<file path="src/common/mempool_lite_pkg.sv">
//~~~~~~~~~~~~~~~~~~~~~~~~~~~~~~~~~~~~~~
// Address map and bundles assume 32-bit AXI4-Lite, one beat per access
// Region end addresses are exclusive
//~~~~~~~~~~~~~~~~~~~~~~~~~~~~~~~~~~~~~~
package mempool_lite_pkg;

  localparam int unsigned AddrWidth = 32;
  localparam int unsigned DataWidth = 32;
  localparam int unsigned StrbWidth = DataWidth / 8;

  typedef logic [AddrWidth-1:0] addr_t;
  typedef logic [DataWidth-1:0] data_t;
  typedef logic [StrbWidth-1:0] strb_t;

  localparam addr_t CtrlBaseAddr    = 32'h4000_0000;
  localparam addr_t CtrlEndAddr     = 32'h4001_0000;
  localparam addr_t L2BaseAddr      = 32'h8000_0000; // End follows from bank geometry
  localparam addr_t BootromBaseAddr = 32'hA000_0000;
  localparam addr_t BootromEndAddr  = 32'hA001_0000;

  // Byte offsets inside the control region
  localparam addr_t CtrlEocOffset     = 32'h0;
  localparam addr_t CtrlWakeUpOffset  = 32'h4;
  localparam addr_t CtrlScratchOffset = 32'h8;
  localparam int unsigned NumScratchRegs = 4;

  // Tiny boot stub: load the L2 entry point, sleep, then jump there
  localparam int unsigned BootromWords = 8;
  localparam data_t BootromImage [BootromWords] = '{
    32'h0000_0297, // auipc t0, 0
    32'h0182_a303, // lw    t1, 24(t0)
    32'h1050_0073, // wfi
    32'h0003_0067, // jr    t1
    32'h0000_0013,
    32'h0000_0013,
    32'h8000_0000, // Entry point
    32'h0000_0000
  };

  typedef enum logic [1:0] {
    RespOkay   = 2'b00,
    RespSlvErr = 2'b10,
    RespDecErr = 2'b11
  } axi_resp_e;

  typedef enum logic [1:0] {
    TgtCtrl,
    TgtL2,
    TgtBootrom
  } mem_target_e;

  typedef struct packed {
    addr_t aw_addr;
    logic  aw_valid;
    data_t w_data;
    strb_t w_strb;
    logic  w_valid;
    logic  b_ready;
    addr_t ar_addr;
    logic  ar_valid;
    logic  r_ready;
  } axil_req_t;

  typedef struct packed {
    logic      aw_ready;
    logic      w_ready;
    logic      b_valid;
    axi_resp_e b_resp;
    logic      ar_ready;
    logic      r_valid;
    data_t     r_data;
    axi_resp_e r_resp;
  } axil_rsp_t;

  typedef struct packed {
    logic  valid;
    logic  we;
    addr_t word_addr; // Word offset inside the region
    data_t wdata;
    strb_t strb;
  } mem_req_t;

  typedef struct packed {
    logic  rvalid;
    data_t rdata;
    logic  err;
  } mem_rsp_t;

  // Merge the strobed bytes of new_data into old_data
  function automatic data_t apply_strb(data_t old_data, data_t new_data, strb_t strb);
    data_t result;
    result = old_data;
    for (int i = 0; i < StrbWidth; i++) begin
      if (strb[i]) begin
        result[8*i +: 8] = new_data[8*i +: 8];
      end
    end
    return result;
  endfunction

endpackage

</file>
<file path="src/design/ctrl_registers.sv">
//~~~~~~~~~~~~~~~~~~~~~~~~~~~~~~~~~~~~~~
// EOC, wake-up pulse and scratch words; other offsets error
// wake_up_o is high for one cycle after the write request
//~~~~~~~~~~~~~~~~~~~~~~~~~~~~~~~~~~~~~~
`timescale 1ns/1ps

module ctrl_registers
  import mempool_lite_pkg::*;
#(
  parameter int unsigned NumCores = 4
) (
  input  logic                clk_i,
  input  logic                reset_i,
  input  mem_req_t            req_i,
  output mem_rsp_t            rsp_o,
  output logic                eoc_valid_o,
  output logic [NumCores-1:0] wake_up_o
);

  localparam addr_t EocWord     = CtrlEocOffset >> 2;
  localparam addr_t WakeUpWord  = CtrlWakeUpOffset >> 2;
  localparam addr_t ScratchWord = CtrlScratchOffset >> 2;
  localparam int unsigned ScratchIdxWidth = NumScratchRegs > 1 ? $clog2(NumScratchRegs) : 1;

  data_t                      eoc_q;
  data_t                      scratch_q [NumScratchRegs];
  logic                       sel_eoc, sel_wake, sel_scratch;
  logic [ScratchIdxWidth-1:0] scratch_idx;
  data_t                      rdata_d;

  always_comb begin
    sel_eoc     = (req_i.word_addr == EocWord);
    sel_wake    = (req_i.word_addr == WakeUpWord);
    sel_scratch = (req_i.word_addr >= ScratchWord) &&
                  (req_i.word_addr < ScratchWord + NumScratchRegs);
    scratch_idx = ScratchIdxWidth'(req_i.word_addr - ScratchWord);
    rdata_d     = '0; // Wake-up reads back as zero
    if (sel_eoc) begin
      rdata_d = eoc_q;
    end else if (sel_scratch) begin
      rdata_d = scratch_q[scratch_idx];
    end
  end

  always_ff @(posedge clk_i) begin
    if (reset_i) begin
      eoc_q     <= '0;
      wake_up_o <= '0;
      rsp_o     <= '0;
      for (int i = 0; i < NumScratchRegs; i++) begin
        scratch_q[i] <= '0;
      end
    end else begin
      wake_up_o    <= '0; // Single-cycle pulse
      rsp_o.rvalid <= req_i.valid;
      if (req_i.valid) begin
        rsp_o.rdata <= rdata_d;
        rsp_o.err   <= !(sel_eoc || sel_wake || sel_scratch);
        if (req_i.we) begin
          if (sel_eoc) begin
            eoc_q <= apply_strb(eoc_q, req_i.wdata, req_i.strb);
          end
          if (sel_wake) begin
            wake_up_o <= req_i.wdata[NumCores-1:0];
          end
          if (sel_scratch) begin
            scratch_q[scratch_idx] <= apply_strb(scratch_q[scratch_idx], req_i.wdata,
                                                 req_i.strb);
          end
        end
      end
    end
  end

  assign eoc_valid_o = eoc_q[0];

endmodule

</file>
<file path="config.mk">
export PLATFORM = sky130hd
export DESIGN_NAME = ctrl_registers
export DESIGN_NICKNAME = d
export VERILOG_FILES = /design/src/common/mempool_lite_pkg.sv /design/src/design/ctrl_registers.sv
export SDC_FILE = /design/constraint.sdc
export NUM_CORES = 1
export LEC_CHECK = 0
export BUFFER_PORTS_ARGS = -buffer_cell sky130_fd_sc_hd__clkbuf_2
export CAP_MARGIN = 30
export CORE_MARGIN = 8
export CORE_UTILIZATION = 30
export CTS_BUF_LIST = sky130_fd_sc_hd__clkbuf_16
export DETAILED_ROUTE_END_ITERATION = 10
export SETUP_SLACK_MARGIN = 0.2
export SLEW_MARGIN = 20
export SYNTH_ARGS = -nofsm -noshare
export SYNTH_HDL_FRONTEND = slang
export SYNTH_SLANG_ARGS = --single-unit
</file>
<file path="constraint.sdc">
create_clock -name clk_i -period 7.55 [get_ports clk_i]
set_input_delay 1.1325 -clock clk_i [delete_from_list [all_inputs] [get_ports clk_i]]
set_output_delay 1.1325 -clock clk_i [all_outputs]
set_load 0.02 [all_outputs]
</file>
; Word level (Yosys, flattened, before mapping)
; Memories as Yosys holds them, arrays and structs flattened.
; Cells that the tools add are included.
[classes]
reduce_logical = 11
eq_ne = 1
bitwise = 3
mux = 32
n_lt_le_gt_ge = 2
addsub = 1
[op_table]
columns = operator, n
row1 = $mux W8, 20
row2 = $mux W32, 3
row3 = $eq A32 B1 Y1 const B, 1
row4 = $ge A32 B2 Y1 const B, 1
row5 = $logic_not A32 Y1, 1
row6 = $lt A32 B3 Y1 const B, 1
row7 = $reduce_or A32 Y1, 1
row8 = $reduce_and A4 Y1, 4
row9 = $mux W1, 8
row10 = $reduce_or A4 Y1, 1
row11 = $not A1 Y1, 3
row12 = $logic_or A1 B1 Y1, 2
row13 = $mux W2, 1
row14 = $sub A2 B2 Y2 const B, 1
row15 = $logic_and A1 B1 Y1, 1
row16 = $logic_not A1 Y1, 1
[word_totals]
input_bits = 72
out_inout_bits = 39
ramBits = 128
memories = 1
regBits = 70
[memory_table]
columns = name, depth, word_bits, rd, rd_clocked_by_memory_dff, wr, line
row1 = scratch_q, 4, 32, 1, 0, 4, ctrl_registers.sv:26  ; data_t scratch_q [NumScratchRegs];

; Longest topological paths before layout
; Gate-level depths: netlist (run 1).
[logic_depth]
ltp_word = 9
mapped_depth = 7
mapped_depth_nobuf = 5

; Worst setup path before layout (run 1)
; OpenSTA, ideal clock, no wires.
[synth_path]
path_type = input port to flip-flop
start = in req_i[55] in the netlist's numbering
end = mem scratch_q[1][0] in the netlist's numbering, enable pin
path_slack_ps = 3533
path_stages = 5
t_required_ps = 7122
setup_ps = 428
n_path_buf = 0
arrival_time_ps = 3589
path_cell_list = nor4_2 nand4_4 nor2_4 nand2_1 o21bai_1
[synth_rtl]
columns = element, line
row1 = from (decl), ctrl_registers.sv:14  ; input mem_req_t req_i,
row2 = to (decl), ctrl_registers.sv:26

==> results of run 1 <==
==> power by group <==
group | leakage [nW] | switching, mW | internal, mW
Clock | 0.311 | 0.393 | 0.585
Sequential | 1.88 | 0.00641 | 1.17
Combinational | 1.73 | 0.0880 | 0.0531
==> critical path, cell delays in order <==
cell	delay, ns
clkbuf_2	0.08
nor3_1	0.36
nand4_4	0.32
nor2_4	0.26
nand2_1	0.19
o21bai_2	0.77
buf_4	0.42
==> per-stage QoR <==
step / util / instances / power, mW / hold slack (ns) / worst slack (ns)
after floorplan: - / 647 / 1.29 / 0.422 / 3.53
after global placement: 0.338 / 1106 / 1.34 / 0.428 / 3.72
after detailed placement: 0.338 / 1107 / 1.35 / 0.431 / 3.61
after CTS: 0.361 / 1138 / 2.32 / 0.444 / 4.06
after global routing: 0.361 / 1139 / 2.37 / 0.457 / 3.95
final: 0.361 / 1139 / 2.30 / 0.440 / 4.10
==> cell families (layout without fill, tap and decap cells) <==
logic type                after synthesis  after routing  synth area share
and+or+nand+nor                       271            271             0.154
DFF                                   198            198             0.622
muxes                                  96             96             0.161
buffers and inverters                  44            157            0.0285
AOI/OAI and AO/OA                      37             37            0.0329
xor gates and xnor gates                1              1           0.00104
other                                   0              1                 0
==> cell usage after synthesis (all sizes together) <==
| library cell | instances |
|---|---|
| nor2 | 166 |
| edfxtp | 128 |
| dfxtp | 70 |
| nand2 | 68 |
| mux2i | 64 |
| a22oi | 32 |
| mux4 | 32 |
| clkbuf | 23 |
| buf | 20 |
| nor4 | 7 |
| nor3 | 6 |
| nand3 | 5 |
| and2 | 4 |
| o21bai | 4 |
| or4b | 3 |
| nand3b | 2 |
| nand4 | 2 |
| nor4b | 2 |
| a211oi | 1 |
| and3 | 1 |
| inv | 1 |
| nand2b | 1 |
| nand4b | 1 |
| nor2b | 1 |
| nor3b | 1 |
| or3b | 1 |
| xor2 | 1 |
==> layout by cell type (no fill, tap or decap), drive strengths merged, types with 3 or more instances in the layout <==
cell type / instances
buf: 15
mux2i: 64
clkinv: 5
clkbuf: 127
inv: 4
nor4: 7
mux4: 32
a22oi: 32
nor2: 166
edfxtp: 128
bufinv: 5
nand3: 5
and2: 4
dfxtp: 70
nor3: 6
o21bai: 4
or4b: 3
nand2: 68
==> per-layer routing <==
metal / up-vias / share of wire / GRT usage
li1: 2534 / - / -
met1: 2661 / 0.41 / 0.150
met2: 149 / 0.48 / 0.208
met3: 19 / 0.091 / 0.0492
met4: 4 / 0.013 / 0.0355
met5: - / 0.0012 / 0
==> registers in the layout, indices dropped and copies added, names as in the netlist <==
name and cells:
eoc_q 32, rsp_o 34, scratch_q 128, wake_up_o 4
==> path summary, 6_finish.rpt <==
kind	startpoint	end	slack, ns
worst min register to register	eoc_q[18]	rsp_o[19]	0.44
worst min-delay path	eoc_q[18]	rsp_o[19]	0.44
worst max-delay path	req_i[59]	scratch_q[0][7]	4.10
worst max register to register	scratch_q[0][30]	scratch_q[0][30]	5.85
==> final cells by class <==
| class | instances | area share |
|---|---|---|
| tap | 378 | 0.0473 |
| timing repair buffer | 125 | 0.0663 |
| clock inverter | 14 | 0.0208 |
| multi-input combinational | 405 | 0.298 |
| sequential | 198 | 0.524 |
| clock buffer | 17 | 0.0425 |
| antenna | 1 | 0.000250 |
| inverter | 1 | 0.000375 |
==> results.ini, run 1 <==
[grt]
antenna_found_initial=3
grt_overflow_total=0
grt_usage=0.126
grt_max_degree=47
grt_first_pass_wirelength_mm=32.5
grt_pass1_vias=5617

[cells_and_area]
layout-drive-gt1-share=0.272
final.fill_count=2706
design_area_um2=10000
syn_to_final_growth_pct=18.6
multiInputGateArea_um2=2990
seq_area_um2=5250
finalNetCount=820

[floorplanning]
start_util=0.304
ioPinCount=111
fp.dieH_um=184
die_w_um=184
dieArea_um2=33700
rows=61
design.core.area_um2=27700

[placed_design]
numPortBuffers=110
place_congestion=0.765
placed_area_um2=9370
place_hpwl_mm=14.2

[worst_setup_path]
crit_fanout=18
path_class=input port to flip-flop
rr_worst_depth=3
cp.arrival_ns=3.56
crit_path_end_kind=flip-flop
start_kind=input port
cp.required_ns=7.66

[route]
via_per_inst=4.71
drc=0
routed_wl_mm=20.7
vias=5367
drtIter0Drc=322
drtAntennaViolNets=0
wl_per_cell_um=18.2
dr.pass1.iters=5

[sta]
fmax_ghz=0.290
setup-violations-final=0
slew_headroom=0.400
period_share=0.456
maxSlewViolCount=0
fin_crit_ns=3.45
worst_slew_pin_slew_ns=0.899
skew_ns=0.00929
rsz0062_at_grt=no
final_hold_viol_count=0
finalSetupTns_ns=0

[run_status]
status=complete, no violations

[yosys]
synthCells=647
syn_area_per_cell_um2=13.0
synth_area_um2=8440
synth_top_cell_area_share=0.456
syn_nets=719
ys_seq_area_frac=0.622
yosys_warnings=0
synthTopCellsByArea=edfxtp_1 (46%), dfxtp_1 (17%), mux4_2 (8.5%), mux2i_1 (7.6%), nor2_1 (7.3%)
synth.largest_area_cell=edfxtp_1
synth_cell_types=33
synth-seq-cells=198

[clock_network]
clockBufferDepth=2
clk_latency_ns=0.44
cts_buffers=17
clk_pin_slew_worst_paths_ns=0.07
ctsHtreeMaxLevel=4
cts_tree=done
cts_resized=0
postCtsSetupRepairBufs=0
cts_root_buffer=clkbuf_16
hold_buffers=0
cts.sinks=198

[min_path]
worstHoldPathCells=2
hold_class=flip-flop to flip-flop

[power_and_ir_drop]
p_leak_nw=3.93
power_density_nw_per_um2=230
peakVddDrop_uv=135

[run]
cap_violations=0

(Power assumes the default switching activity.)
==> inputs of run 2 (changes only) <==
clock period = 3.03 ns   (was 7.55 ns; I/O delays follow)
==> results.ini, run 2 (same netlist as run 1, synthesis figures left out) <==
[run_status]
status=complete, no violations

[clock_network]
clockBufferDepth=2  ; unchanged
postCtsSetupRepairBufs=0  ; unchanged
cts_resized=0  ; unchanged
cts.sinks=198  ; unchanged
ctsHtreeMaxLevel=4  ; unchanged
cts_buffers=17  ; unchanged
clk_latency_ns=0.43  ; about the same
clk_pin_slew_worst_paths_ns=0.07  ; about the same
cts_root_buffer=clkbuf_16
cts_tree=done
hold_buffers=0  ; unchanged

[cells_and_area]
stdcell_count=1152  ; +1.1%
final.fill_count=2688  ; -0.67%
finalNetCount=833  ; +1.6%
largest_register_ffs=128  ; unchanged
layout-drive-gt1-share=0.283  ; +0.0106
syn_to_final_growth_pct=19.2
regMostFlops=scratch_q
top_regs=scratch_q (128), rsp_o (34), eoc_q (32)
layout_common_cells=nor2_1 (164), edfxtp_1 (128), clkbuf_2 (110), dfxtp_1 (70), nand2_1 (68)
final_common_cell=nor2_1
antenna_cells=0  ; -1

[worst_setup_path]
crit_path_end_kind=flip-flop
start_kind=input port
cp.arrival_ns=2.39  ; -1.17 ns
r2r-start=scratch_q[0][30]
crit_fanout=23  ; +5
rr_worst_depth=3  ; unchanged
cp.required_ns=3.31  ; -4.35 ns
reg2reg_to=scratch_q[0][30]
path_class=input port to flip-flop
reg2reg_setup_slack_ns=1.34  ; -4.51 ns

[min_path]
worstHoldPathCells=2  ; unchanged
hp-start=req_i[7]
hold_class=input port to flip-flop
hold_path_end=wake_up_o[3]

[sta]
finalSetupTns_ns=0  ; unchanged
fmax_ghz=0.474
rsz0062_at_grt=no
final_hold_viol_count=0  ; unchanged
skew_ns=0.00851  ; -0.000779 ns
maxSlewViolCount=0  ; unchanged
slew_headroom=0.562  ; +0.162
period_share=0.696
worst_slew_pin_slew_ns=0.654  ; -0.245 ns
fin_crit_ns=2.11
setup-violations-final=0  ; unchanged

[grt]
antenna_found_initial=2  ; -1
grt_max_degree=33  ; -30%
grt_pass1_vias=5707  ; +1.6%
grt_usage=0.129  ; +0.00294
grt_overflow_total=0  ; unchanged
grt_first_pass_wirelength_mm=33.3  ; +2.5%

[power_and_ir_drop]
intPower_mw=4.24  ; +130%
seq_power_share=0.539  ; +0.026
peakVddDrop_uv=393  ; +190%
p_leak_nw=3.97  ; +1.1%
power_density_nw_per_um2=542  ; +140%
switching_share=0.222  ; +0.0105
p_sw_mw=1.21  ; +150%
clkPwrFrac=0.394  ; -0.032
comb_power_share=0.067  ; +0.006

[floorplanning]
design.core.area_um2=27700  ; unchanged
start_util=0.304  ; unchanged
ioPinCount=111  ; unchanged
die_w_um=184  ; unchanged
rows=61  ; unchanged
fp.dieH_um=184  ; unchanged
dieArea_um2=33700  ; unchanged

[route]
drtIter0Drc=351  ; +9.0%
vias=5420  ; +0.99%
wl_per_cell_um=18.4  ; +1.1%
via_per_inst=4.70  ; -0.15%
dr.pass1.iters=5  ; unchanged
drc=0  ; unchanged
drtAntennaViolNets=0  ; unchanged
routed_wl_mm=21.2  ; +2.3%

[run]
cap_violations=0  ; unchanged

[placed_design]
dp_cells=1120  ; +1.2%
place_hpwl_mm=14.6  ; +2.8%
place_congestion=0.775  ; +1.4%
numPortBuffers=110  ; unchanged

[run 2: power groups by stage]
| stage | Clock (mW) | Sequential (mW) | Combinational (mW) |
|---|---|---|---|
| global placement | 0 | 2.99 | 0.369 |
| detailed placement | 0 | 3.00 | 0.369 |
| finish | 2.15 | 2.94 | 0.364 |
| CTS | 2.19 | 2.94 | 0.371 |
| global route | 2.29 | 2.94 | 0.397 |
| floorplan | 0 | 2.99 | 0.208 |
[run 2: final cells by class]
cell class | instances | area [µm²] | area share
Clock buffer | 18 | 450 | 0.0448
Sequential cell | 198 | 5250 | 0.522
Timing Repair Buffer | 138 | 786 | 0.0782
Clock inverter | 14 | 109 | 0.0108
Inverter | 1 | 3.75 | 0.000373
Multi-Input combinational cell | 405 | 2990 | 0.297
Tap cell | 378 | 473 | 0.0471
[run 2: per-stage QoR]
stage / setup WS [ns] / util / area, µm² / hold WS (ns) / power, mW
after detailed placement: 0.469 / 0.343 / 9490 / 0.432 / 3.37
final: 0.922 / 0.363 / 10100 / 0.267 / 5.45
after global routing: 0.836 / 0.363 / 10100 / 0.259 / 5.63
after global placement: 0.611 / 0.343 / 9490 / 0.427 / 3.36
after floorplan: -0.309 / - / 8440 / 0.422 / 3.20
after CTS: 0.927 / 0.363 / 10100 / 0.253 / 5.50
[run 2: per-layer routing]
| metal | GRT usage | vias to the layer above | wire, µm |
|---|---|---|---|
| met5 | 0 | - | 27 |
| met4 | 0.0364 | 4 | 308 |
| met3 | 0.0399 | 26 | 1570 |
| met2 | 0.214 | 159 | 9980 |
| met1 | 0.160 | 2663 | 9300 |
| li1 | - | 2568 | - |
[run 2: critical path, stage by stage]
cell and delay, ns:
clkbuf_2 0.10, nor4_2 0.38, nand4_4 0.16, nor2_4 0.21, or4b_1 0.69, buf_12 0.26, nor2_1 0.11
[run 2: how the worst max path moves through the flow]
stage	start	endpoint	slack, ns
floorplan	req_i[55]	scratch_q[1][0]	-0.31
global placement	req_i[55]	scratch_q[2][29]	0.61
detailed placement	req_i[55]	scratch_q[2][23]	0.47
CTS	req_i[55]	scratch_q[2][23]	0.93
global route	req_i[55]	scratch_q[2][12]	0.84
finish	req_i[55]	scratch_q[2][23]	0.92
==> inputs of run 3 (changes only) <==
clock period = 1.7 ns   (was 3.03 ns; I/O delays follow)
==> results.ini, run 3 (same netlist as run 1, synthesis figures left out) <==
[run_status]
status=complete, no violations

[cells_and_area]
seq_area_um2=5250  ; unchanged
final.fill_count=2584  ; -3.9%
antenna_cells=0  ; unchanged
final_common_cell=nor2_1
design_area_um2=11300  ; +13%
layout_common_cells=nor2_1 (135), edfxtp_1 (128), clkbuf_2 (108), buf_4 (73), dfxtp_1 (70)
fin_util=0.408  ; +0.0455
layout-drive-gt1-share=0.402  ; +0.119
top_regs=scratch_q (128), rsp_o (34), eoc_q (32)
regMostFlops=scratch_q
multiInputGateArea_um2=3240  ; +8.5%
finalNetCount=914  ; +9.7%
syn_to_final_growth_pct=34.1
largest_register_ffs=128  ; unchanged

[clock_network]
cts_tree=done
clockBufferDepth=2  ; unchanged
ctsHtreeMaxLevel=4  ; unchanged
cts_buffers=17  ; unchanged
clk_pin_slew_worst_paths_ns=0.07  ; about the same
cts_root_buffer=clkbuf_16
cts.sinks=198  ; unchanged
hold_buffers=0  ; unchanged
clk_latency_ns=0.44  ; about the same

[grt]
grt_pass1_vias=5883  ; +3.1%
grt_overflow_total=0  ; unchanged
antenna_found_initial=1  ; -1
grt_first_pass_wirelength_mm=33.5  ; +0.50%
grt_max_degree=33  ; unchanged
grt_usage=0.129  ; +0.000345

[worst_setup_path]
reg2reg_to=scratch_q[0][9]
path_class=input port to flip-flop
crit_start=req_i[48]
cp.arrival_ns=1.74  ; -0.65 ns
crit_fanout=5  ; -78%
cp.required_ns=1.86  ; -1.45 ns
r2r-start=scratch_q[1][9]
timing.critical_path.to=scratch_q[2][22]
rr_worst_depth=4  ; +1
reg2reg_setup_slack_ns=0.16  ; -1.18 ns
crit_path_end_kind=flip-flop
start_kind=input port

[sta]
period_share=0.930
setup-violations-final=0  ; unchanged
final_hold_viol_count=0  ; unchanged
fin_worst_hold_slack_ns=0.0581  ; -0.209 ns
rsz0062_at_grt=yes
skew_ns=0.00874  ; +0.000229 ns
maxSlewViolCount=0  ; unchanged
fin_crit_ns=1.58
slew_headroom=0.802  ; +0.240
worst_slew_pin_slew_ns=0.291  ; -0.363 ns
fmax_ghz=0.633
finalSetupTns_ns=0  ; unchanged

[placed_design]
placed_area_um2=10200  ; +8.0%
place_hpwl_mm=14.4  ; -1.3%
numPortBuffers=110  ; unchanged
place_congestion=0.766  ; -1.1%

[route]
dr.pass1.iters=4  ; -1
via_per_inst=4.60  ; -2.3%
drc=0  ; unchanged
routed_wl_mm=22.6  ; +6.8%
wl_per_cell_um=18.4  ; -0.19%
vias=5670  ; +4.6%
drtIter0Drc=355  ; +1.1%
drtAntennaViolNets=0  ; unchanged

[run]
cap_violations=0  ; unchanged

[floorplanning]
ioPinCount=111  ; unchanged
die_w_um=184  ; unchanged
start_util=0.304  ; unchanged
fp.dieH_um=184  ; unchanged
dieArea_um2=33700  ; unchanged
design.core.area_um2=27700  ; unchanged
rows=61  ; unchanged

[power_and_ir_drop]
clkPwrFrac=0.386  ; -0.008
comb_power_share=0.093  ; +0.026
power_density_nw_per_um2=886  ; +63%
p_sw_mw=2.37  ; +96%
seq_power_share=0.522  ; -0.017
p_leak_nw=4.52  ; +14%
switching_share=0.237  ; +0.0142
intPower_mw=7.65  ; +81%
peakVddDrop_uv=631  ; +60%

[min_path]
hold_class=input port to flip-flop

run 3: worst min-delay path by stage:
stage / cells after the start / from / endpoint
5_1_grt: 2 / req_i[7] / wake_up_o[3]
6_report: 2 / req_i[5] / wake_up_o[1]
3_5_place_dp: 2 / eoc_q[14] / rsp_o[15]
3_3_place_gp: 2 / eoc_q[18] / rsp_o[19]
4_1_cts: 2 / req_i[6] / wake_up_o[2]
2_1_floorplan: 1 / req_i[4] / wake_up_o[0]
run 3: stage by stage:
step	setup WS (ns)	std cells	total power [mW]
after floorplan	-0.420	647	5.73
after detailed placement	-0.363	1179	6.20
after global routing	0.0485	1233	10.3
after CTS	0.150	1220	10.1
final	0.120	1233	10.0
after global placement	-0.309	1179	6.19
run 3: final cells by class:
cell class                 count  share of cell area
clock buffer                  18              0.0398
clock inverter                14              0.0103
inverter                       1            0.000332
multi-input combinational    405               0.286
sequential                   198               0.464
tap                          378              0.0418
timing repair buffer         219               0.158
run 3: critical path: stages:
cell and delay [ns]:
clkbuf_2 0.11, nor4_4 0.32, nand4_4 0.15, nor2_4 0.19, buf_6 0.14, nand2_8 0.07
o21bai_4 0.20, buf_6 0.15, clkbuf_16 0.14
run 3: power by group through the flow:
stage	logic, mW	registers [mW]	clock network, mW
CTS	0.899	5.23	3.97
finish	0.928	5.23	3.87
global route	0.996	5.24	4.11
floorplan	0.399	5.33	0
global placement	0.853	5.33	0
detailed placement	0.857	5.34	0
run 3: timing repair:
| item | CTS | global route |
|---|---|---|
| pin swaps | 11 | 5 |
| endpoints found under the setup margin | 231 | 283 |
| setup buffers | 8 | 7 |
| resized for setup | 13 | 54 |
| cloned | 1 | 6 |
run 3: routing by layer:
layer | vias to the layer above | share of wire | global-route usage
met5 | - | 0.00057 | 0
met4 | 2 | 0.012 | 0.0410
met3 | 24 | 0.082 | 0.0407
met2 | 142 | 0.48 | 0.210
met1 | 2770 | 0.43 | 0.162
li1 | 2732 | - | -
