<file path="src/common/mempool_lite_pkg.sv">
//~~~~~~~~~~~~~~~~~~~~~~~~~~~~~~~~~~~~~~
// Address map and bundles assume 32-bit AXI4-Lite, one beat per access
// Region end addresses are exclusive
//~~~~~~~~~~~~~~~~~~~~~~~~~~~~~~~~~~~~~~
package mempool_lite_pkg;

  localparam int unsigned AddrWidth = 32;
  localparam int unsigned DataWidth = 32;
  localparam int unsigned StrbWidth = DataWidth / 8;

  typedef logic [AddrWidth-1:0] addr_t;
  typedef logic [DataWidth-1:0] data_t;
  typedef logic [StrbWidth-1:0] strb_t;

  localparam addr_t CtrlBaseAddr    = 32'h4000_0000;
  localparam addr_t CtrlEndAddr     = 32'h4001_0000;
  localparam addr_t L2BaseAddr      = 32'h8000_0000; // End follows from bank geometry
  localparam addr_t BootromBaseAddr = 32'hA000_0000;
  localparam addr_t BootromEndAddr  = 32'hA001_0000;

  // Byte offsets inside the control region
  localparam addr_t CtrlEocOffset     = 32'h0;
  localparam addr_t CtrlWakeUpOffset  = 32'h4;
  localparam addr_t CtrlScratchOffset = 32'h8;
  localparam int unsigned NumScratchRegs = 4;

  // Tiny boot stub: load the L2 entry point, sleep, then jump there
  localparam int unsigned BootromWords = 8;
  localparam data_t BootromImage [BootromWords] = '{
    32'h0000_0297, // auipc t0, 0
    32'h0182_a303, // lw    t1, 24(t0)
    32'h1050_0073, // wfi
    32'h0003_0067, // jr    t1
    32'h0000_0013,
    32'h0000_0013,
    32'h8000_0000, // Entry point
    32'h0000_0000
  };

  typedef enum logic [1:0] {
    RespOkay   = 2'b00,
    RespSlvErr = 2'b10,
    RespDecErr = 2'b11
  } axi_resp_e;

  typedef enum logic [1:0] {
    TgtCtrl,
    TgtL2,
    TgtBootrom
  } mem_target_e;

  typedef struct packed {
    addr_t aw_addr;
    logic  aw_valid;
    data_t w_data;
    strb_t w_strb;
    logic  w_valid;
    logic  b_ready;
    addr_t ar_addr;
    logic  ar_valid;
    logic  r_ready;
  } axil_req_t;

  typedef struct packed {
    logic      aw_ready;
    logic      w_ready;
    logic      b_valid;
    axi_resp_e b_resp;
    logic      ar_ready;
    logic      r_valid;
    data_t     r_data;
    axi_resp_e r_resp;
  } axil_rsp_t;

  typedef struct packed {
    logic  valid;
    logic  we;
    addr_t word_addr; // Word offset inside the region
    data_t wdata;
    strb_t strb;
  } mem_req_t;

  typedef struct packed {
    logic  rvalid;
    data_t rdata;
    logic  err;
  } mem_rsp_t;

  // Merge the strobed bytes of new_data into old_data
  function automatic data_t apply_strb(data_t old_data, data_t new_data, strb_t strb);
    data_t result;
    result = old_data;
    for (int i = 0; i < StrbWidth; i++) begin
      if (strb[i]) begin
        result[8*i +: 8] = new_data[8*i +: 8];
      end
    end
    return result;
  endfunction

endpackage

</file>
<file path="src/design/axil_mem_demux.sv">
//~~~~~~~~~~~~~~~~~~~~~~~~~~~~~~~~~~~~~~
// One outstanding AXI4-Lite access, reads win over writes
// B/R valid from the second edge after accept, fixed
//~~~~~~~~~~~~~~~~~~~~~~~~~~~~~~~~~~~~~~
`timescale 1ns/1ps

module axil_mem_demux
  import mempool_lite_pkg::*;
#(
  parameter int unsigned NumL2Banks     = 4,
  parameter int unsigned L2BankNumWords = 256
) (
  input  logic      clk_i,
  input  logic      reset_i,
  input  axil_req_t axil_req_i,
  output axil_rsp_t axil_rsp_o,
  output mem_req_t  ctrl_req_o,
  output mem_req_t  l2_req_o,
  output mem_req_t  rom_req_o,
  input  mem_rsp_t  ctrl_rsp_i,
  input  mem_rsp_t  l2_rsp_i,
  input  mem_rsp_t  rom_rsp_i
);

  localparam addr_t L2Size    = addr_t'(NumL2Banks * L2BankNumWords * StrbWidth);
  localparam addr_t L2EndAddr = L2BaseAddr + L2Size;

  typedef enum logic [1:0] {Idle, Access, Wait, Resp} state_e;

  state_e      state_q;
  logic        issue_q, we_q;
  logic        rd_accept, wr_accept, resp_done;
  addr_t       acc_addr;
  logic        hit;
  mem_target_e hit_tgt;
  addr_t       hit_base;
  mem_target_e tgt_q;
  addr_t       word_addr_q;
  data_t       wdata_q, rdata_q;
  strb_t       strb_q;
  axi_resp_e   reject_resp_q, resp_q;
  mem_req_t    out_req;
  mem_rsp_t    sel_rsp;

  // Write needs AW and W together and only when no read is pending
  assign rd_accept = (state_q == Idle) && axil_req_i.ar_valid;
  assign wr_accept = (state_q == Idle) && !axil_req_i.ar_valid &&
                     axil_req_i.aw_valid && axil_req_i.w_valid;
  assign acc_addr  = rd_accept ? axil_req_i.ar_addr : axil_req_i.aw_addr;
  assign resp_done = (state_q == Resp) && (we_q ? axil_req_i.b_ready : axil_req_i.r_ready);

  always_comb begin
    hit      = 1'b1;
    hit_tgt  = TgtCtrl;
    hit_base = CtrlBaseAddr;
    if (acc_addr >= L2BaseAddr && acc_addr < L2EndAddr) begin
      hit_tgt  = TgtL2;
      hit_base = L2BaseAddr;
    end else if (acc_addr >= BootromBaseAddr && acc_addr < BootromEndAddr) begin
      hit_tgt  = TgtBootrom;
      hit_base = BootromBaseAddr;
    end else if (acc_addr < CtrlBaseAddr || acc_addr >= CtrlEndAddr) begin
      hit = 1'b0; // Decode miss
    end
  end

  always_ff @(posedge clk_i) begin
    if (reset_i) begin
      state_q <= Idle;
      issue_q <= 1'b0;
      we_q    <= 1'b0;
    end else begin
      case (state_q)
        Idle: if (rd_accept || wr_accept) begin
          state_q <= Access;
          we_q    <= wr_accept;
          issue_q <= hit && !(wr_accept && hit_tgt == TgtBootrom);
        end
        Access: state_q <= Wait;
        Wait:   state_q <= Resp;
        Resp:   if (resp_done) state_q <= Idle;
        default: state_q <= Idle;
      endcase
    end
  end

  always_ff @(posedge clk_i) begin
    if (rd_accept || wr_accept) begin
      tgt_q         <= hit_tgt;
      word_addr_q   <= (acc_addr - hit_base) >> 2;
      wdata_q       <= axil_req_i.w_data;
      strb_q        <= axil_req_i.w_strb;
      reject_resp_q <= hit ? RespSlvErr : RespDecErr; // ROM write or miss
    end
    if (state_q == Wait) begin
      rdata_q <= '0;
      resp_q  <= reject_resp_q;
      if (issue_q && sel_rsp.rvalid) begin
        rdata_q <= sel_rsp.rdata;
        resp_q  <= sel_rsp.err ? RespSlvErr : RespOkay;
      end
    end
  end

  always_comb begin
    out_req.valid     = (state_q == Access) && issue_q;
    out_req.we        = we_q;
    out_req.word_addr = word_addr_q;
    out_req.wdata     = wdata_q;
    out_req.strb      = strb_q;
    ctrl_req_o        = out_req;
    l2_req_o          = out_req;
    rom_req_o         = out_req;
    ctrl_req_o.valid  = out_req.valid && (tgt_q == TgtCtrl);
    l2_req_o.valid    = out_req.valid && (tgt_q == TgtL2);
    rom_req_o.valid   = out_req.valid && (tgt_q == TgtBootrom);
  end

  always_comb begin
    case (tgt_q)
      TgtL2:      sel_rsp = l2_rsp_i;
      TgtBootrom: sel_rsp = rom_rsp_i;
      default:    sel_rsp = ctrl_rsp_i;
    endcase
  end

  always_comb begin
    axil_rsp_o.aw_ready = wr_accept;
    axil_rsp_o.w_ready  = wr_accept;
    axil_rsp_o.ar_ready = (state_q == Idle);
    axil_rsp_o.b_valid  = (state_q == Resp) && we_q;
    axil_rsp_o.b_resp   = resp_q;
    axil_rsp_o.r_valid  = (state_q == Resp) && !we_q;
    axil_rsp_o.r_data   = rdata_q;
    axil_rsp_o.r_resp   = resp_q;
  end

endmodule

</file>
<file path="config.mk">
export PLATFORM = sky130hd
export DESIGN_NAME = axil_mem_demux
export DESIGN_NICKNAME = d
export VERILOG_FILES = /design/src/common/mempool_lite_pkg.sv /design/src/design/axil_mem_demux.sv
export SDC_FILE = /design/constraint.sdc
export NUM_CORES = 1
export LEC_CHECK = 0
export ABC_AREA = 1
export BUFFER_PORTS_ARGS = -buffer_cell sky130_fd_sc_hd__buf_2
export CAP_MARGIN = 5
export CELL_PAD_IN_SITES_DETAIL_PLACEMENT = 0
export CELL_PAD_IN_SITES_GLOBAL_PLACEMENT = 1
export CORE_AREA = 3 3 177 179
export CTS_CLUSTER_DIAMETER = 40
export CTS_CLUSTER_SIZE = 24
export DETAILED_ROUTE_END_ITERATION = 12
export DIE_AREA = 0 0 180 182
export PLACE_DENSITY_LB_ADDON = 0.1
export SYNTH_ARGS = -nofsm -noshare
export SYNTH_HDL_FRONTEND = slang
export SYNTH_SLANG_ARGS = --single-unit
</file>
<file path="constraint.sdc">
create_clock -name clk_i -period 2.8 [get_ports clk_i]
set_input_delay 0.14 -clock clk_i [delete_from_list [all_inputs] [get_ports clk_i]]
set_output_delay 0.14 -clock clk_i [all_outputs]
set_load 0.01 [all_outputs]
</file>
After elaboration in Yosys (flattened, before gate mapping)
Cells that the tools add are included.

storage, ports and cells
  word-level logic and storage cells = 66
  bits of input ports = 209
  output and inout port bits = 251
  register bits = 108

operators by class
  reduce and logical (&&, ||, !) cells = 25
  add/sub/neg operators = 1
  mux-type cells = 16
  equality and inequality tests = 8
  magnitude comparators = 6

operators with widths
  kind                                                                                   count
  32-bit two-way mux                                                                     3
  34-bit one-hot mux with 2 select lines                                                 1
  32-bit greater-or-equal comparator, second input constant                              2
  32-bit less-than comparator, second input constant                                     2
  32-bit by 31-bit greater-or-equal comparator with 1-bit output, second input constant  1
  32-bit by 31-bit less-than comparator with 1-bit output, second input constant         1
  32-bit subtractor                                                                      1
  1-bit logical AND                                                                      16
  2-bit two-way mux                                                                      6
  2-bit == test, second input constant                                                   4
  2-bit one-hot mux with 4 select lines                                                  1
  1-bit two-way mux                                                                      5
  2-bit by 1-bit == test with 1-bit output, second input constant                        2
  2-bit zero test                                                                        2
  2-bit AND reduction                                                                    2
  1-bit zero test                                                                        3
  1-bit logical OR                                                                       2
  2-bit by 1-bit inequality test with 1-bit output, second input constant                1
  2-bit inequality test, second input constant                                           1

Longest topological paths before layout
Gate-level depths: netlist of run 1.

  depth in word-level cells = 11
  depth in mapped cells = 18
  gate-level depth less buffers = 17

Least setup slack after synthesis of run 1
No wires, ideal clock.

  path kind = register to register
  start = register state_q[0]
  end = register state_q[1]
  setup time = 0.131 ns
  setup slack = -0.392 ns
  data arrival time = 3.061 ns
  stages on the path, launching flop included = 11
  data required time = 2.669 ns
  buffers on the path = 1
  period minus slack after synthesis = 3.192 ns
  cell sequence = dfxtp_1 inv_1 ha_1 buf_6 inv_1 nor3_2 nor2_1 inv_1 o21ai_1 o21ai_0 a21oi_1

RTL lines
  element                 line                  source
  from (decl)             axil_mem_demux.sv:30  state_e state_q;
  from (signal assigned)  axil_mem_demux.sv:69  state_q <= Idle;
  from (signal assigned)  axil_mem_demux.sv:75  state_q <= Access;
  from (signal assigned)  axil_mem_demux.sv:79  Access: state_q <= Wait;

Worst setup path after layout of run 1
  start = register state_q[1]
  end = register word_addr_q[29] (data pin)

between the ends
  word-level cells in the longest chain between the ends = 8
  elaborated cells on any way between the ends = 12
  those cells by class = add/sub: 1; order compare: 4; mux: 3; reduce/logical: 4

RTL lines
  element                                                                            line                  source
  2-bit zero test *                                                                  axil_mem_demux.sv:46  assign rd_accept = (state_q == Idle) && axil_req_i.ar_valid;
  1-bit logical AND *                                                                axil_mem_demux.sv:46
  32-bit two-way mux *                                                               axil_mem_demux.sv:49  assign acc_addr = rd_accept ? axil_req_i.ar_addr : axil_req_i.aw_addr;
  named net acc_addr[15]                                                             axil_mem_demux.sv:33  addr_t acc_addr;
  32-bit greater-or-equal comparator or 32-bit less-than comparator (tied branches)  axil_mem_demux.sv:59  end else if (acc_addr >= BootromBaseAddr && acc_addr < BootromEndAddr) begin
  1-bit logical AND                                                                  axil_mem_demux.sv:59
  32-bit two-way mux                                                                 axil_mem_demux.sv:59
  32-bit two-way mux                                                                 axil_mem_demux.sv:56  if (acc_addr >= L2BaseAddr && acc_addr < L2EndAddr) begin
  32-bit subtractor *                                                                axil_mem_demux.sv:90  word_addr_q <= (acc_addr - hit_base) >> 2;
  to (signal assigned)                                                               axil_mem_demux.sv:90
  to (decl)                                                                          axil_mem_demux.sv:38  addr_t word_addr_q;

The timed path passes the listed nets; every way through them passes the cells marked *.
A chain may end at the register's enable or synchronous reset.

==> summary.md, run 1 <==
| Metric | Value |
|---|---|
| Status | complete, no violations |
| Row cnt | 63 |
| DP Area | 7900 µm² |
| Wire per inst | 17.8 µm |
| CP startpoint kind | flop |
| Htree depth | 3 |
| Clock latency on the worst-skew pair | 0.35 ns |
| Top FF cell, synth | edfxtp_1 |
| Post-Synth XOR/XNOR Area | 0.143% |
| Worst ir drop on vdd | 0.251 mV |
| Main combinational cell family by area after synthesis | buffers and inverters |
| Met3 Use GR | 2.60% |
| Critical Path End Type | flop |
| Top-level I/O count | 460 |
| Vias per std cell | 3.81 |
| Hold Path Origin | axil_req_i[6] |
| Met2 Resource Use GR | 26.5% |
| Tot Pwr | 0.00734 W |
| GRT Total Usage | 13.6% |
| Worst EP required | 2.91 ns |
| Global-route wire length before repair | 33600 µm |
| Power per Cell Area | 849 nW/µm² |
| Vert. Die Dim | 182 µm |
| Drt pass-1 iters | 4 |
| Post-route setup TNS | 0 ns |
| Post-synthesis register bit count | 107 |
| Simple-gate area share of the yosys netlist | 13.5% |
| Library cells used by synthesis | 30 |
| Top Usage Layer GRT | met2 |
| Fin area | 8650 µm² |
| Final Hold Viols | 0 |
| Fin crit share | 92.7% |
| Adder-Cell Fraction of Synth Area | 2.16% |
| Reg-to-Reg End | word_addr_q[29] |
| Hold Path End | word_addr_q[2] |
| Layout cells sized above 1 | 57.2% |
| Post-route ant nets | 0 |
| Clk pin slew, worst setup/hold paths | 0.08 ns |
| Clock Skews | 0.0147 ns |
| Met1 Use GR | 14.5% |
| Longest Clk Path Bufs | 2 |
| Initial antenna violation count | 3 |
| CTS Buf Count | 9 |
| Setup violations, final | 0 |
| Grt ovf | 0 |
| Synth area leader | edfxtp_1 |
| GPL Wtd Cong | 0.812 |
| Crit path kind | reg2reg |
| CTS tree | built |
| Compound-Gate Fraction of Synth Area | 5.47% |
| CP max FO | 13 |
| Nets | 1152 |
| Leakage power of the design | 4.24 nW |
| FF-to-FF path depth | 18 |
| Minimum clock period after layout | 2.60 ns |
| Placeable Area | 29700 µm² |
| Clock root cell | clkbuf_16 |
| Mapped Cells | 569 |
| Initial core utilization | 20.6% |
| Mapped Area | 6130 µm² |
| # DRC | 0 |
| Post-layout util | 29.1% |
| Post-synth top cells | 147 x buf_4, 103 x edfxtp_1, 73 x nand2_1 |
| Avg Cell Area, Syn | 10.8 µm² |
| Reg2Reg Setup Slack | 0.20 ns |
| Async SR Flop Fraction | 0% |
| Final hold slack | 0.0470 ns |
| Vias in the first global route | 5127 |
| Multi-input logic area | 1670 µm² |
| R2r startpoint | state_q[1] |
| Yosys warns | 0 |
| Synth top area share | 50.5% |
| Relative slew slack | 48.5% |
| Largest net degree at the start of global routing | 58 |
| Sequential fraction of the synthesis area | 51.8% |
| Least-Margin Pin Slew | 0.772 ns |
| Most area-consuming cells after synthesis | edfxtp_1 50%, buf_4 18%, mux2i_1 5.2% |
| Fmax | 385 MHz |
| HP Class | in2reg |
| Placed wire-length estimate | 19100 µm |
| Starting DRT DRC Count | 234 |
| Die width | 180 µm |
| Hold Crit Depth | 3 |
| Synth-to-Final Area Change | 41.1% |
| Most common cell in the netlist | buf_4 |
| IO buf count | 449 |
| Vias | 5070 |
| Sink Count | 107 |
| Slew Limit Fails | 0 |
| CP arrival | 2.71 ns |
| EDFF count, synth | 103 |
| Die ar. | 32800 µm² |
| Maxcap violations | 0 |
| Multiplexer share of the synthesized area | 5.23% |
| Filler cells | 3225 |
| Register Area | 3170 µm² |
| Post-Route WL | 23600 µm |
-- area by class of cell --
| cell class | instances | share of cell area (%) |
|---|---|---|
| flip-flops and latches | 107 | 36.7 |
| clock buffers | 9 | 2.60 |
| well taps | 390 | 5.64 |
| repair buffers | 516 | 33.2 |
| multi-input cells | 269 | 19.3 |
| diodes | 3 | 0.0868 |
| clock inverters | 6 | 1.13 |
| inverters | 30 | 1.35 |
-- sequential cells by signal, indices dropped and copies added (netlist names) --
| signal | cells |
|---|---|
| word_addr_q | 30 |
| wdata_q | 32 |
| rdata_q | 32 |
| reject_resp_q | 1 |
| strb_q | 4 |
| tgt_q | 2 |
| issue_q | 1 |
| state_q | 2 |
| resp_q | 2 |
| we_q | 1 |
-- per-layer routing --
layer	wire [µm]	share of wire (%)	up-vias
li1	-	-	2485
met1	8490	36	2350
met2	13300	56	213
met3	1320	5.6	20
met4	553	2.3	2
met5	13	0.055	-
-- worst max path at each step --
stage | start | to | cells after the start | slack [ns]
after floorplan | state_q[0] | state_q[0] | 11 | 0.03
after global placement | state_q[0] | word_addr_q[29] | 18 | 0.03
after detailed placement | state_q[0] | word_addr_q[29] | 18 | 0.03
after CTS | state_q[0] | word_addr_q[29] | 18 | 0.01
after global routing | state_q[1] | word_addr_q[29] | 18 | -0.02
final | state_q[1] | word_addr_q[29] | 18 | 0.20
-- cells in the final DEF (no fill, tap or decap), types with 2 or more instances in the layout --
cell type	synthesis	layout
a22o_1	33	33
clkinv_4	0	2
nor2_2	5	7
o21ai_2	1	2
nor3_1	2	2
inv_1	30	26
buf_12	0	2
ha_2	0	2
a21oi_1	3	3
diode_2	0	3
ha_1	9	6
nor2_4	3	3
nor2_1	52	50
edfxtp_1	103	103
dlygate4sd3_1	0	37
nand3_2	2	2
bufinv_16	0	2
buf_4	147	28
dfxtp_1	4	3
inv_2	0	3
nand2_1	73	73
clkbuf_16	0	9
conb_1	1	6
buf_2	3	449
nand2_2	15	15
nand3_1	21	21
mux2i_1	32	32
nand2_4	4	4
-- critical path, stage by stage (launching register included) --
cell and delay, ns:
dfxtp_1 0.32, inv_2 0.08, ha_4 0.17, nand2_4 0.06, buf_12 0.15, buf_4 0.14
nand2_1 0.06, o21ai_2 0.06, nor2_1 0.09, nand2_1 0.09, nor2_2 0.10, nand3_2 0.07
nand2_1 0.08, inv_1 0.06, fa_1 0.42, xor2_1 0.17, nand3b_1 0.15, nand2_1 0.06
inv_1 0.03
-- report_power, final --
group          switching (W)  internal (W)  leakage, nW
logic                0.00196       0.00132         3.07
clock network       0.000646      0.000794        0.158
registers           0.000258       0.00236         1.01
-- timing repair --
action	CTS	global route
resized for setup	0	7
endpoints found under the setup margin	0	16
hold buffers	37	0
endpoints found under the hold margin	37	0
buffers inserted	0	4
-- metrics by stage --
step,std cells,worst slack [ns]
after global routing,1329,-0.0152
after global placement,1271,0.0304
final,1330,0.204
after floorplan,574,0.0284
after CTS,1323,0.00971
after detailed placement,1271,0.0259
-- kinds of logic after synthesis --
family                     Yosys count
and+or+nand+nor                    179
muxes                               32
xor gates and xnor gates             1
adders and majority gates           10
DFF                                107
other                                1
buffers and inverters              198
AOI/OAI and AO/OA                   41
Power figures use the tool's default switching activity.
==> inputs of run 2 (changes only) <==
--- a/config.mk
+++ b/config.mk
@@ -5,16 +5,15 @@
 export SDC_FILE = /design/constraint.sdc
 export NUM_CORES = 1
 export LEC_CHECK = 0
-export ABC_AREA = 1
 export BUFFER_PORTS_ARGS = -buffer_cell sky130_fd_sc_hd__buf_2
 export CAP_MARGIN = 5
 export CELL_PAD_IN_SITES_DETAIL_PLACEMENT = 0
 export CELL_PAD_IN_SITES_GLOBAL_PLACEMENT = 1
-export CORE_AREA = 3 3 177 179
-export CTS_CLUSTER_DIAMETER = 40
-export CTS_CLUSTER_SIZE = 24
+export CORE_AREA = 3 3 180 182
+export CTS_CLUSTER_DIAMETER = 120
+export CTS_CLUSTER_SIZE = 30
 export DETAILED_ROUTE_END_ITERATION = 12
-export DIE_AREA = 0 0 180 182
+export DIE_AREA = 0 0 183 185
 export PLACE_DENSITY_LB_ADDON = 0.1
 export SYNTH_ARGS = -nofsm -noshare
 export SYNTH_HDL_FRONTEND = slang
==> run 2 against run 1 <==
  * Sequential share of layout area is 1.6 points higher
  * Die area is 3.3% higher
  * Maximum frequency is 0.80% lower
  * Worst hold slack better by 0.043 ns
  * Cell count is 7.4% lower
  * Clock skew is 0.0063 ns lower
==> summary.md, run 2 <==
| Metric | Value |
|---|---|
| Initial antenna violation count | 0 |
| CTS Buf Count | 9 |
| Clock Power Share | 19.2% |
| Layout cells sized above 1 | 62.6% |
| Starting DRT DRC Count | 121 |
| Sw Pwr | 0.00256 W |
| Clk pin slew, worst setup/hold paths | 0.08 ns |
| Fmax | 382 MHz |
| Most frequent cells in the layout | 449 x buf_2, 103 x edfxtp_1, 39 x nor2_1, 37 x dlygate4sd3_1 |
| Placed wire-length estimate | 17700 µm |
| Hold Path Origin | axil_req_i[10] |
| Post-synth top cells | 145 x buf_4, 103 x edfxtp_1, 39 x nor2_1 |
| Leakage power of the design | 3.73 nW |
| Maxcap violations | 0 |
| Final std cells w/o fill | 1232 |
| Clock latency on the worst-skew pair | 0.35 ns |
| Fin crit share | 93.5% |
| CP startpoint kind | flop |
| Critical Path, Cell by Cell | inv_1 > ha_2 > and4bb_2 > a22o_2 > and2b_4 > nand2_1 > nor2_1 > ha_1 > fa_1 > xnor2_1 > xnor2_1 |
| Post-route ant nets | 0 |
| Mapped Area | 5930 µm² |
| Gate power share | 42.0% |
| Placed instance count | 1179 |
| CP arrival | 2.72 ns |
| Synth top area share | 52.1% |
| CP Launch Point | state_q[1] |
| Htree depth | 3 |
| CP max-delay cell | fa_1 |
| Most common library cell in the layout ignoring fill and taps | buf_2 |
| Vias | 4783 |
| Sequential cell fraction of total power | 38.7% |
| Least-Margin Pin Slew | 0.652 ns |
| Vert. Die Dim | 185 µm |
| Delay-heaviest family, CP | adder cells |
| Top Usage Layer GRT | met2 |
| Met1 Use GR | 12.1% |
| ANT cells | 0 |
| Most area-consuming cells after synthesis | edfxtp_1 52%, buf_4 18%, mux2_2 5.1% |
| Worst EP required | 2.90 ns |
| Pint | 0.00403 W |
| Initial core utilization | 19.3% |
| Nets | 1050 |
| Avg Cell Area, Syn | 12.3 µm² |
| IO buf count | 449 |
| Longest Clk Path Bufs | 2 |
| HP Class | in2reg |
| R2r startpoint | state_q[1] |
| Most common cell in the netlist | buf_4 |
| Placeable Area | 30700 µm² |
| Sw Share | 38.9% |
| Setup Fix Bufs, Post-CTS | 0 |
| Clock Skews | 0.00838 ns |
| Met2 Resource Use GR | 23.1% |
| Status | complete, no violations |
| Worst ir drop on vdd | 0.289 mV |
| # DRC | 0 |
| Drt pass-1 iters | 4 |
| RSZ-0062 raised after global routing | false |
| GRT Total Usage | 11.6% |
| Power per Cell Area | 795 nW/µm² |
| Cell mode on critical path | xnor2_1 |
| Worst Path Buf+Inv | 1 |
| Sequential fraction of the synthesis area | 53.5% |
| Met3 Use GR | 2.42% |
| GPL Wtd Cong | 0.791 |
| Crit-path max cell delay | 0.40 ns |
| Mapped Cells | 483 |
| Grt ovf | 0 |
| Post-Route WL | 21600 µm |
| Synth-to-Final Area Change | 39.7% |
| Relative slew slack | 56.6% |
| Vias per std cell | 3.88 |
| EDFF count, synth | 103 |
| Wire per inst | 17.5 µm |
| Critical Path End Type | flop |
| Yosys warns | 0 |
| Largest net degree at the start of global routing | 67 |
| DP Area | 7630 µm² |
| Async SR Flop Fraction | 0% |
| Slew Limit Fails | 0 |
| Final Hold Viols | 0 |
| CTS tree | built |
| Die width | 183 µm |
| Global-route wire length before repair | 29500 µm |
| Minimum clock period after layout | 2.62 ns |
| CP max FO | 6 |
| Setup violations, final | 0 |
| Vias in the first global route | 4747 |
| Clock root cell | clkbuf_16 |
| Top-level I/O count | 460 |
| Sink Count | 107 |
| Synth area leader | edfxtp_1 |
| Fin area | 8290 µm² |
| Library cells used by synthesis | 45 |
| Post-synthesis register bit count | 107 |
| Top FF cell, synth | edfxtp_1 |
| Post-route setup TNS | 0 ns |
| Crit path kind | reg2reg |
| Biggest regs | rdata_q: 32 flops, wdata_q: 32 flops, word_addr_q: 30 flops |
| Row cnt | 64 |
| Die ar. | 33900 µm² |
-- run 2: timing repair --
| item | in CTS | in global routing |
|---|---|---|
| hold endpoints to repair | 37 | 0 |
| endpoints found under the setup margin | 0 | 1 |
| hold buffers | 37 | 0 |
| gates resized for setup | 0 | 1 |
-- run 2: path summary, 6_finish.rpt --
path                                         to  slack, ns  cells after the start
worst min register to register          issue_q       0.52                      2
worst min-delay path             word_addr_q[6]       0.09                      2
worst max-delay path            word_addr_q[29]       0.18                     11
worst max register to register  word_addr_q[29]       0.18                     11
-- run 2: layout make-up --
type | count | area (µm²)
tap | 396 | 495
clock inverter | 6 | 61.3
sequential | 107 | 3170
timing repair buffer | 500 | 2740
inverter | 10 | 42.5
multi-input combinational | 203 | 1550
clock buffer | 10 | 229
fill | 3300 | 22500
-- run 2: power groups by stage --
stage	registers (W)	clock network [W]	logic [W]
CTS	0.00258	0.00135	0.00283
finish	0.00255	0.00127	0.00277
global route	0.00261	0.00140	0.00300
floorplan	0.00275	0	0.00191
detailed placement	0.00261	0	0.00278
global placement	0.00259	0	0.00282
-- run 2: per-layer routing --
| layer | wire length (µm) | part of all wire (%) |
|---|---|---|
| met1 | 7790 | 36 |
| met2 | 12200 | 56 |
| met3 | 1280 | 5.9 |
| met4 | 329 | 1.5 |
| met5 | 0 | 0 |
-- run 2: metrics by stage --
stage          hold WS [ns]  util (%)  worst slack [ns]  total power [W]
2_1_floorplan         0.205         -            0.0654          0.00465
3_3_place_gp          0.319      24.8             0.129          0.00541
3_5_place_dp          0.318      24.8             0.105          0.00539
4_1_cts              0.0633      27.0            0.0773          0.00675
5_1_grt              0.0731      27.0            0.0258          0.00701
6_report             0.0899      27.0             0.183          0.00659
-- run 2: cell families (layout without fill, tap and decap cells) --
| family | Yosys count | after routing | synth area share (%) |
|---|---|---|---|
| simple gates | 71 | 71 | 6.14 |
| fa+ha+maj | 10 | 10 | 2.24 |
| buf+inv | 178 | 526 | 20.9 |
| xor+xnor | 2 | 2 | 0.295 |
| other cells | 1 | 6 | 0.0632 |
| compound gates | 81 | 81 | 10.7 |
| flops | 107 | 107 | 53.5 |
| mux | 33 | 33 | 6.22 |
